### src/rtl/dac_layout_pkg.sv
`default_nettype none

package dac_layout_pkg;

	// sample and batch geometry.
	localparam int sample_width = 16;
	localparam int batch_samples = 4;
	localparam int batch_width = sample_width * batch_samples;

	// command table geometry.
	localparam int mem_size = 6;
	localparam int seed_base_id = 0; // four seed slots start here, one per lane.
	localparam int seed_valid_id = 4;
	localparam int trig_wave_id = 5;

	typedef logic [sample_width-1:0] sample_t;

	// sample 0 sits in the low bits.
	typedef logic [batch_width-1:0] batch_t;

	typedef logic [15:0] slot_word_t;

	typedef logic [mem_size-1:0] fresh_t; // one fresh bit per slot.

endpackage

`default_nettype wire

### src/rtl/dac_wave_pkg.sv
`default_nettype none

package dac_wave_pkg;

	typedef enum logic [1:0] {
		mode_idle,
		mode_random,
		mode_triangle
	} wave_mode_t;

	// each lane shifts right through this galois feedback mask once per batch.
	localparam logic [15:0] lfsr_taps = 16'hB400;

	// the triangle runs between 0 and tri_peak in equal steps.
	localparam logic [15:0] tri_step = 16'd256;
	localparam logic [15:0] tri_peak = 16'd32512; // 127 steps above zero.

endpackage

`default_nettype wire

### src/rtl/dac_wave_if.sv
`timescale 1ns/1ns
`default_nettype none

interface dac_wave_if;
	import dac_layout_pkg::*;
	import dac_wave_pkg::*;

	wave_mode_t mode;
	slot_word_t [batch_samples-1:0] seeds; // seed word for each lane.
	logic load; // one cycle pulse when a new mode begins.
	logic halt;

	modport capture (
		output mode,
		output seeds,
		output load,
		output halt
	);

	modport gen (
		input mode,
		input seeds,
		input load,
		input halt
	);

endinterface

`default_nettype wire

### src/rtl/dac_batch_out.sv
`timescale 1ns/1ns
`default_nettype none

module dac_batch_out (
	input wire clk,
	input wire rst,
	input wire dac_layout_pkg::batch_t next_batch,
	input wire next_valid,
	output logic take,
	input wire dac_rdy,
	input wire halt,
	output dac_layout_pkg::batch_t dac_batch,
	output logic valid_dac_batch,
	output logic [1:0] valid_dac_edge
);

	logic valid_last; // valid_dac_batch one cycle back.

	// a halt also blocks the batch that would have gone out with it.
	assign take = next_valid && dac_rdy && !halt;

	always_ff @(posedge clk) begin
		if (rst) begin
			dac_batch <= '0;
			valid_dac_batch <= 1'b0;
		end else begin
			valid_dac_batch <= take;
			if (halt) begin
				dac_batch <= '0;
			end else if (take) begin
				dac_batch <= next_batch;
			end
		end
	end

	// edge flags come one cycle after the edge of valid_dac_batch.
	always_ff @(posedge clk) begin
		if (rst) begin
			valid_last <= 1'b0;
			valid_dac_edge <= 2'b00;
		end else begin
			valid_last <= valid_dac_batch;
			valid_dac_edge[0] <= valid_dac_batch && !valid_last;
			valid_dac_edge[1] <= !valid_dac_batch && valid_last;
		end
	end

endmodule

`default_nettype wire

### src/rtl/dac_cmd_capture.sv
`timescale 1ns/1ns
`default_nettype none

module dac_cmd_capture (
	input wire clk,
	input wire rst,
	input wire dac_layout_pkg::fresh_t fresh_bits,
	input wire dac_layout_pkg::slot_word_t [dac_layout_pkg::mem_size-1:0] read_resps,
	input wire halt,
	output logic state_rdy,
	dac_wave_if.capture wave
);
	import dac_layout_pkg::*;
	import dac_wave_pkg::*;

	fresh_t consume;
	logic start_random;
	logic start_triangle;

	// the table is not read in the cycle a new mode is loaded.
	assign state_rdy = ~wave.load;

	assign consume = state_rdy ? fresh_bits : '0;

	assign start_random = consume[seed_valid_id] && (read_resps[seed_valid_id] != '0);
	assign start_triangle = consume[trig_wave_id] && (read_resps[trig_wave_id] != '0);

	// generation and output see the halt in the same cycle.
	assign wave.halt = halt;

	always_ff @(posedge clk) begin
		for (int i = 0; i < batch_samples; i++) begin
			if (consume[seed_base_id + i]) begin
				wave.seeds[i] <= read_resps[seed_base_id + i];
			end
		end
	end

	always_ff @(posedge clk) begin
		if (rst) begin
			wave.load <= 1'b0;
			wave.mode <= mode_idle;
		end else if (halt) begin
			wave.load <= 1'b0; // a command taken with a halt is dropped.
			wave.mode <= mode_idle;
		end else if (start_random) begin
			wave.load <= 1'b1; // random wins over a triangle trigger in the same cycle.
			wave.mode <= mode_random;
		end else if (start_triangle) begin
			wave.load <= 1'b1;
			wave.mode <= mode_triangle;
		end else begin
			wave.load <= 1'b0;
		end
	end

endmodule

`default_nettype wire

### src/rtl/dac_interface.sv
`timescale 1ns/1ns
`default_nettype none

module dac_interface (
	input wire clk,
	input wire rst,
	input wire dac_layout_pkg::fresh_t fresh_bits,
	input wire dac_layout_pkg::slot_word_t [dac_layout_pkg::mem_size-1:0] read_resps,
	input wire halt,
	input wire dac_rdy,
	output logic state_rdy,
	output dac_layout_pkg::batch_t dac_batch,
	output logic valid_dac_batch,
	output logic [1:0] valid_dac_edge
);
	import dac_layout_pkg::*;

	batch_t next_batch;
	logic next_valid;
	logic take;

	dac_wave_if wave_bus ();

	dac_cmd_capture capture0 (
		.clk(clk),
		.rst(rst),
		.fresh_bits(fresh_bits),
		.read_resps(read_resps),
		.halt(halt),
		.state_rdy(state_rdy),
		.wave(wave_bus.capture)
	);

	dac_wave_gen gen0 (
		.clk(clk),
		.rst(rst),
		.wave(wave_bus.gen),
		.next_batch(next_batch),
		.next_valid(next_valid),
		.take(take)
	);

	dac_batch_out out0 (
		.clk(clk),
		.rst(rst),
		.next_batch(next_batch),
		.next_valid(next_valid),
		.take(take),
		.dac_rdy(dac_rdy),
		.halt(halt),
		.dac_batch(dac_batch),
		.valid_dac_batch(valid_dac_batch),
		.valid_dac_edge(valid_dac_edge)
	);

endmodule

`default_nettype wire

### src/rtl/dac_wave_gen.sv
`timescale 1ns/1ns
`default_nettype none

module dac_wave_gen (
	input wire clk,
	input wire rst,
	dac_wave_if.gen wave,
	output dac_layout_pkg::batch_t next_batch,
	output logic next_valid,
	input wire take
);
	import dac_layout_pkg::*;
	import dac_wave_pkg::*;

	typedef enum logic {
		dir_up,
		dir_down
	} tri_dir_t;

	sample_t [batch_samples-1:0] lfsr; // lane states of the last batch.
	sample_t [batch_samples-1:0] lfsr_next;
	sample_t tri_val; // first sample of the next triangle batch.
	sample_t tri_val_next;
	tri_dir_t tri_dir;
	tri_dir_t tri_dir_next;
	batch_t rand_batch;
	batch_t tri_batch;
	logic step;

	// a batch is computed on load, and again once the waiting one has gone.
	assign step = wave.load || (!next_valid && (wave.mode != mode_idle));

	always_comb begin : lfsr_step
		sample_t s;
		for (int i = 0; i < batch_samples; i++) begin
			s = wave.load ? wave.seeds[i] : lfsr[i];
			if (s == '0) begin
				s = sample_t'(1); // an all zero state would lock the lane.
			end
			lfsr_next[i] = s[0] ? ((s >> 1) ^ lfsr_taps) : (s >> 1);
			rand_batch[i*sample_width +: sample_width] = lfsr_next[i];
		end
	end

	always_comb begin : tri_walk
		sample_t v;
		tri_dir_t d;
		v = wave.load ? '0 : tri_val;
		d = wave.load ? dir_up : tri_dir;
		for (int i = 0; i < batch_samples; i++) begin
			tri_batch[i*sample_width +: sample_width] = v;
			if (d == dir_up) begin
				if (v + tri_step > tri_peak) begin
					d = dir_down;
					v = v - tri_step;
				end else begin
					v = v + tri_step;
				end
			end else begin
				if (v < tri_step) begin
					d = dir_up; // the next value would drop below zero.
					v = v + tri_step;
				end else begin
					v = v - tri_step;
				end
			end
		end
		tri_val_next = v;
		tri_dir_next = d;
	end

	always_ff @(posedge clk) begin
		if (rst) begin
			next_valid <= 1'b0;
			tri_dir <= dir_up;
		end else if (wave.halt) begin
			next_valid <= 1'b0;
		end else if (step) begin
			next_valid <= 1'b1;
			if (wave.mode == mode_triangle) begin
				tri_dir <= tri_dir_next;
			end
		end else if (take) begin
			next_valid <= 1'b0;
		end
	end

	always_ff @(posedge clk) begin
		if (step) begin
			if (wave.mode == mode_triangle) begin
				tri_val <= tri_val_next;
				next_batch <= tri_batch;
			end else begin
				lfsr <= lfsr_next;
				next_batch <= rand_batch;
			end
		end
	end

endmodule

`default_nettype wire

### config.mk
export PLATFORM = sky130hd
export DESIGN_NAME = dac_interface
export DESIGN_NICKNAME = d
export VERILOG_FILES = /design/src/rtl/dac_layout_pkg.sv /design/src/rtl/dac_wave_pkg.sv /design/src/rtl/dac_wave_if.sv /design/src/rtl/dac_batch_out.sv /design/src/rtl/dac_cmd_capture.sv /design/src/rtl/dac_interface.sv /design/src/rtl/dac_wave_gen.sv
export SDC_FILE = /design/constraint.sdc
export NUM_CORES = 1
export LEC_CHECK = 0
export BUFFER_PORTS_ARGS = -buffer_cell sky130_fd_sc_hd__buf_2
export CAP_MARGIN = 10
export CORE_MARGIN = 4
export CORE_UTILIZATION = 35
export DETAILED_ROUTE_END_ITERATION = 8
export PLACE_DENSITY_LB_ADDON = 0.15
export SLEW_MARGIN = 20
export SYNTH_ARGS = -nofsm -noshare
export SYNTH_HDL_FRONTEND = slang
export SYNTH_SLANG_ARGS = --single-unit
### constraint.sdc
create_clock -name clk -period 9.43 [get_ports clk]
set_input_delay 1.886 -clock clk [delete_from_list [all_inputs] [get_ports clk]]
set_output_delay 1.886 -clock clk [all_outputs]
set_load 0.01 [all_outputs]
After elaboration in Yosys (flattened, before gate mapping)
Cells that the tools add are included.
Widths: inputs -> output; s select.

operators by class
  $add $sub $neg = 8
  $lt $le $gt $ge = 8
  eq/ne operators = 1
  mux-type cells = 46
  bitwise operators = 7
  reduce and logical (&&, ||, !) cells = 26

operator list
  cell                   number
  $mux 16                25
  $add 16x9->16 const B  4
  $gt 16x15->1 const B   4
  $logic_not 16->1       4
  $lt 16x9->1 const B    4
  $mux 64                1
  $sub 16x9->16 const B  4
  $reduce_bool 16->1     2
  $mux 1                 19
  $not 3->4              4
  $logic_and 1x1->1      7
  $mux 6                 1
  $reduce_bool 2->1      3
  $logic_not 1->1        4
  $reduce_and 2->1       2
  $not 1->1              3
  $reduce_and 3->1       1
  $reduce_or 3->1        1
  $eq 2x2->1 const B     1
  $reduce_or 2->1        1
  $logic_or 1x1->1       1

storage, ports and cells
  register bits = 281
  input port bits = 106
  output and inout port bits = 68

Depth between registers and ports, before layout
  depth after elaboration = 17
  gate-level depth with buffers = 36
  gate-level depth less buffers = 30

By module
From an unflattened synthesis, not the netlist that was laid out.

second synthesis, totals
  cell total of the unflattened synthesis = 1210
  area, all modules = 14073.5 um2

modules (own cells, without submodules)
  module           times used  cells an instance  area each (um2)  seq. area each (um2)
  dac_wave_gen     1           817                8812.2           4364.2
  dac_batch_out    1           302                3094.2           1361.3
  dac_cmd_capture  1           91                 2167.1           1981.9

Worst setup path after synthesis
No wires, ideal clock.

  path kind = register -> register
  start = reg capture0.wave.load
  end = reg gen0.tri_val[10] (data pin)
  library setup time = 0.263 ns
  arrival time = 8.350 ns
  data required time = 9.167 ns
  setup slack = 0.816 ns
  cell stages (with the launch flop) = 35
  path buffers = 8
  period minus slack after synthesis = 8.614 ns
  cells stage by stage = dfxtp_1 -> buf_4 -> buf_4 -> clkbuf_1 -> buf_1 -> buf_1 -> clkbuf_1 -> nor2b_1 -> inv_1 -> ha_1 -> nor4b_1 -> nand3_1 -> a22o_1 -> buf_6 -> mux2i_1 -> ha_1 -> nand2_1 -> or4_4 -> o31a_1 -> nor2_1 -> mux2i_1 -> ha_1 -> o311ai_1 -> a211oi_2 -> xnor2_1 -> o41ai_2 -> nand3_1 -> and2_1 -> clkbuf_1 -> inv_1 -> ha_1 -> o221ai_1 -> or3_1 -> a311oi_1 -> nor3_2

between the ends
  word-level cells in the longest chain between the ends = 17

RTL lines
  what                       RTL line                                                    RTL
  start, declared            dac_wave_if.sv:16                                           output load,
  start signal, assigned     dac_cmd_capture.sv:41                                       wave.load <= 1'b0;
  start signal, assigned     dac_cmd_capture.sv:44                                       wave.load <= 1'b0;
  start signal, assigned     dac_cmd_capture.sv:47                                       wave.load <= 1'b1;
  $mux 16                    dac_wave_gen.sv:48                                          v = wave.load ? '0 : tri_val;
  $add 16x9->16              dac_wave_gen.sv:53, dac_wave_gen.sv:57, dac_wave_gen.sv:62
  $gt 16x15->1               dac_wave_gen.sv:53                                          if (v + tri_step > tri_peak) begin
  $mux 16                    dac_wave_gen.sv:53
  $mux 16                    dac_wave_gen.sv:52                                          if (d == dir_up) begin
  $add 16x9->16              dac_wave_gen.sv:53, dac_wave_gen.sv:57, dac_wave_gen.sv:62
  $gt 16x15->1               dac_wave_gen.sv:53
  $mux 16                    dac_wave_gen.sv:53
  [2 not listed]             -
  $gt 16x15->1               dac_wave_gen.sv:53
  $mux 16                    dac_wave_gen.sv:53
  $mux 16                    dac_wave_gen.sv:52
  $add 16x9->16              dac_wave_gen.sv:53, dac_wave_gen.sv:57, dac_wave_gen.sv:62
  $gt 16x15->1               dac_wave_gen.sv:53
  $mux 16                    dac_wave_gen.sv:53
  $mux 16 *                  dac_wave_gen.sv:52
  via gen0.tri_val_next[10]  dac_wave_gen.sv:23                                          sample_t tri_val_next;
  end signal, assigned       dac_wave_gen.sv:91                                          tri_val <= tri_val_next;
  end, declared              dac_wave_gen.sv:22                                          sample_t tri_val;

The timed path passes the listed nets; every way through them passes the cells marked *.
A chain may end at the register's enable or synchronous reset.

Worst setup path in the final report
Ends and elaborated chain as after synthesis.

==> key figures <==
Finish
  • Multi-input gate area: 0.00486 mm^2
  • Core Util, Final: 0.417
  • Reg area: 0.00771 mm^2
  • # fillers: 3556
  • Layout cells sized above 1: 0.208
  • # diodes: 0
  • Layout Nets: 1472
  • Layout area overhead: 17.3%

Clocking
  • Clock insertion delay at the later pin of the skew report: 0.55 ns
  • Cts hold-fix bufs: 0
  • Num CTS Buffers: 29
  • Worst-path clk slew: 0.07 ns
  • Setup Buffers After CTS: 0
  • Cts repair resizes: 0
  • CTS H-tree lvls: 1
  • Buffers from clock root to sink, at most: 3
  • CTS tree: yes
  • CTS sink cnt: 281
  • CTS Root Cell: clkbuf_16

Global route
  • GR peak layer: met1
  • Met1 usage: 0.276
  • Met3 Track Usage GR: 0.0297
  • First-pass GRT wire length: 57.2 mm
  • Met2 usage: 0.263
  • Vias in the first global route: 9536
  • Total GRT Usage: 0.180
  • Initial antenna violation count: 1
  • Largest net degree at the start of global routing: 70
  • Remaining Overflow, GRT: 0

Timing
  • Worst setup margin: 0.840 ns
  • Clk_skew: 0.0130 ns
  • Worst Tran Pin Value: 1.09 ns
  • Hold Fails Final Rpt: 0
  • Final Critical Period: 8.59 ns
  • Setup TNS: 0 ns
  • Fmax: 116 MHz
  • Hold_ws: 0.409 ns
  • Final Setup Violations: 0
  • Final Slew Violations: 0
  • RSZ-0062 raised after global routing: false
  • Final period util: 0.911
  • Slew margin rel.: 0.268

Pwr
  • Logic pwr share: 0.134
  • Sw power: 0.000767 W
  • Int Pwr: 0.00217 W
  • Sequential power share: 0.500
  • P_leak: 5.70 nW
  • Clock Power Share: 0.366
  • Sw frac: 0.261
  • VDD IR max: 0.174 mV
  • Pwr Density: 192 mW/mm^2

Worst setup path
  • Reg2Reg Setup Slack: 0.84 ns
  • Crit Path Class: register to register
  • Worst Setup Start Kind: register
  • FF-to-FF path depth: 26
  • R2R Path End: gen0.tri_val[10]
  • Worst setup EP type: register
  • Required time worst endpoint: 9.73 ns
  • Reg-to-Reg Start: capture0.wave.load
  • WP data arrival: 8.89 ns
  • Crit-path max FO: 27

Die
  • Initial Utilization: 0.355
  • Chip height: 201 um
  • Chip width: 201 um
  • Die Area: 0.0404 mm^2
  • Core Region: 0.0367 mm^2
  • Site row count: 70
  • I/O Pins: 174

Drt
  • Initial DRT Pass Iterations: 5
  • Routed len/inst: 20.5 um
  • DRT Wirelength: 37.9 mm
  • Avg Vias per Cell: 5.24
  • Antenna viol nets, final: 0
  • Initial DRC count: 867
  • Via Count: 9672
  • Drt drc: 0

Logic synthesis
  • Top_reg_cell synth: edfxtp_1
  • Synth Register Bits: 281
  • Avg Cell Area, Syn: 11.0 um^2
  • Mapped cell area: 0.0130 mm^2
  • Synth top area share: 0.479
  • Seq/Total Area, Yosys: 0.591
  • Syn_nets: 1306
  • EDFF count, synth: 208
  • Yosys top cell by area: edfxtp_1
  • Unique masters post-synth: 86
  • Mapped Cells: 1188
  • Synthesis Warnings: 0
  • Post-synth ARST share: 0
  • Synth area leaders: edfxtp_1 48%, dfxtp_1 11%, nand2_1 5.3%

Min path
  • Hold path startpoint: out0.valid_last
  • Hold path endpoint: out0.valid_dac_edge[0]
  • Hold crit path type: register to register
  • WHS Path Cells: 1

Placed design
  • Port Buf Inserts: 173
  • Post-DP HPWL: 28.1 mm
  • Placer Congestion: 0.899
  • DP Worst Slack: 0.963 ns

Flow run
  • Max-Cap Viols: 0

Outcome
  • Outcome: complete, no violations
[power by group through the flow]
stage          clock network (W)  logic, W  registers (W)
3_3_place_gp                   0  0.000390        0.00150
2_1_floorplan                  0  0.000246        0.00148
6_report                 0.00108  0.000393        0.00147
3_5_place_dp                   0  0.000389        0.00150
4_1_cts                  0.00111  0.000391        0.00147
5_1_grt                  0.00116  0.000430        0.00148
[state kept, by name, summed over array words and instances (netlist names)]
signal	flops
capture0.wave.mode	2
capture0.wave.seeds	64
gen0.next_valid	1
out0.valid_dac_batch	1
gen0.tri_dir	1
gen0.tri_val	16
out0.valid_dac_edge	2
out0.dac_batch	64
gen0.lfsr	64
out0.valid_last	1
capture0.wave.load	1
gen0.next_batch	64
[Yosys cell counts, types with 8 or more instances]
master	number
nor4_1	17
o21ai_0	49
nor2_1	67
ha_1	12
mux2i_1	57
mux2_2	11
clkbuf_1	40
nor3_1	15
dfxtp_1	73
or3_1	9
a21oi_1	109
xnor2_1	26
and3_1	8
edfxtp_1	208
nand3_1	27
or2_2	8
nand2b_1	14
nor2b_1	21
inv_1	64
nand4_1	21
xor2_1	18
nand2_1	185
[critical path: stages (launching register included)]
cell and delay, ns:
dfxtp_4 0.45, nor2b_1 0.31, ha_1 0.30, nand3_2 0.13, or3_4 0.42, a2111oi_4 0.42
a22o_1 0.49, mux2i_1 0.41, ha_1 0.21, nand2_1 0.05, or4_4 0.51, o31a_1 0.38
nor2_1 0.37, mux2i_1 0.37, ha_1 0.32, o311ai_1 0.21, a211oi_2 0.32, xnor2_1 0.20
o41ai_2 0.59, nand3_1 0.18, and2_1 0.26, inv_1 0.08, ha_1 0.27, o221ai_1 0.17
or3_1 0.47, a311oi_1 0.34, nor3_2 0.07
[layout make-up]
class	instances	share of cell area
clock buffer	39	0.0539
clock inverter	15	0.00507
multi-input combinational	787	0.318
tap	468	0.0383
sequential	281	0.504
inverter	64	0.0157
timing repair buffer	191	0.0654
[cells in the final DEF, fill, tap and decap left out, types with 9 or more instances in the layout]
| master | instances |
|---|---|
| a21oi_1 | 109 |
| buf_2 | 173 |
| xnor2_1 | 26 |
| o21ai_0 | 49 |
| mux2i_1 | 57 |
| or3_1 | 9 |
| nor4_1 | 17 |
| nor3_1 | 15 |
| nor2b_1 | 20 |
| ha_1 | 12 |
| nand2_1 | 184 |
| mux2_2 | 11 |
| clkbuf_16 | 30 |
| nand4_1 | 21 |
| buf_4 | 18 |
| xor2_1 | 18 |
| inv_1 | 63 |
| nand2b_1 | 14 |
| dfxtp_1 | 72 |
| nor2_1 | 66 |
| edfxtp_1 | 208 |
| nand3_1 | 27 |
[worst max path at each step]
stage,from,to,slack [ns]
after floorplan,capture0.wave.load,gen0.tri_val[10],0.82
after global placement,capture0.wave.load,gen0.tri_val[10],1.20
after detailed placement,capture0.wave.load,gen0.tri_val[10],0.96
after CTS,capture0.wave.load,gen0.tri_val[10],0.93
after global routing,capture0.wave.load,gen0.tri_val[10],0.21
final,capture0.wave.load,gen0.tri_val[10],0.84
[stage by stage]
stage	total power, W	instance area [um^2]	instances
6_report	0.00294	15300	1845
5_1_grt	0.00306	15300	1845
4_1_cts	0.00297	15300	1845
3_5_place_dp	0.00189	14400	1791
3_3_place_gp	0.00189	14400	1791
2_1_floorplan	0.00173	13000	1188
[routing by layer]
layer / part of all wire / vias up
met5: 0 / -
met4: 0.030 / 0
met3: 0.065 / 63
met2: 0.41 / 364
met1: 0.49 / 4631
li1: - / 4614
[cell families after synthesis]
group	count (synthesis)	share of synthesized area
AOI/OAI and AO/OA	243	0.121
xor gates and xnor gates	45	0.0308
adders and majority gates	12	0.0115
buffers and inverters	120	0.0381
DFF	281	0.591
muxes	70	0.0553
and+or+nand+nor	417	0.152
(Power assumes the default switching activity.)
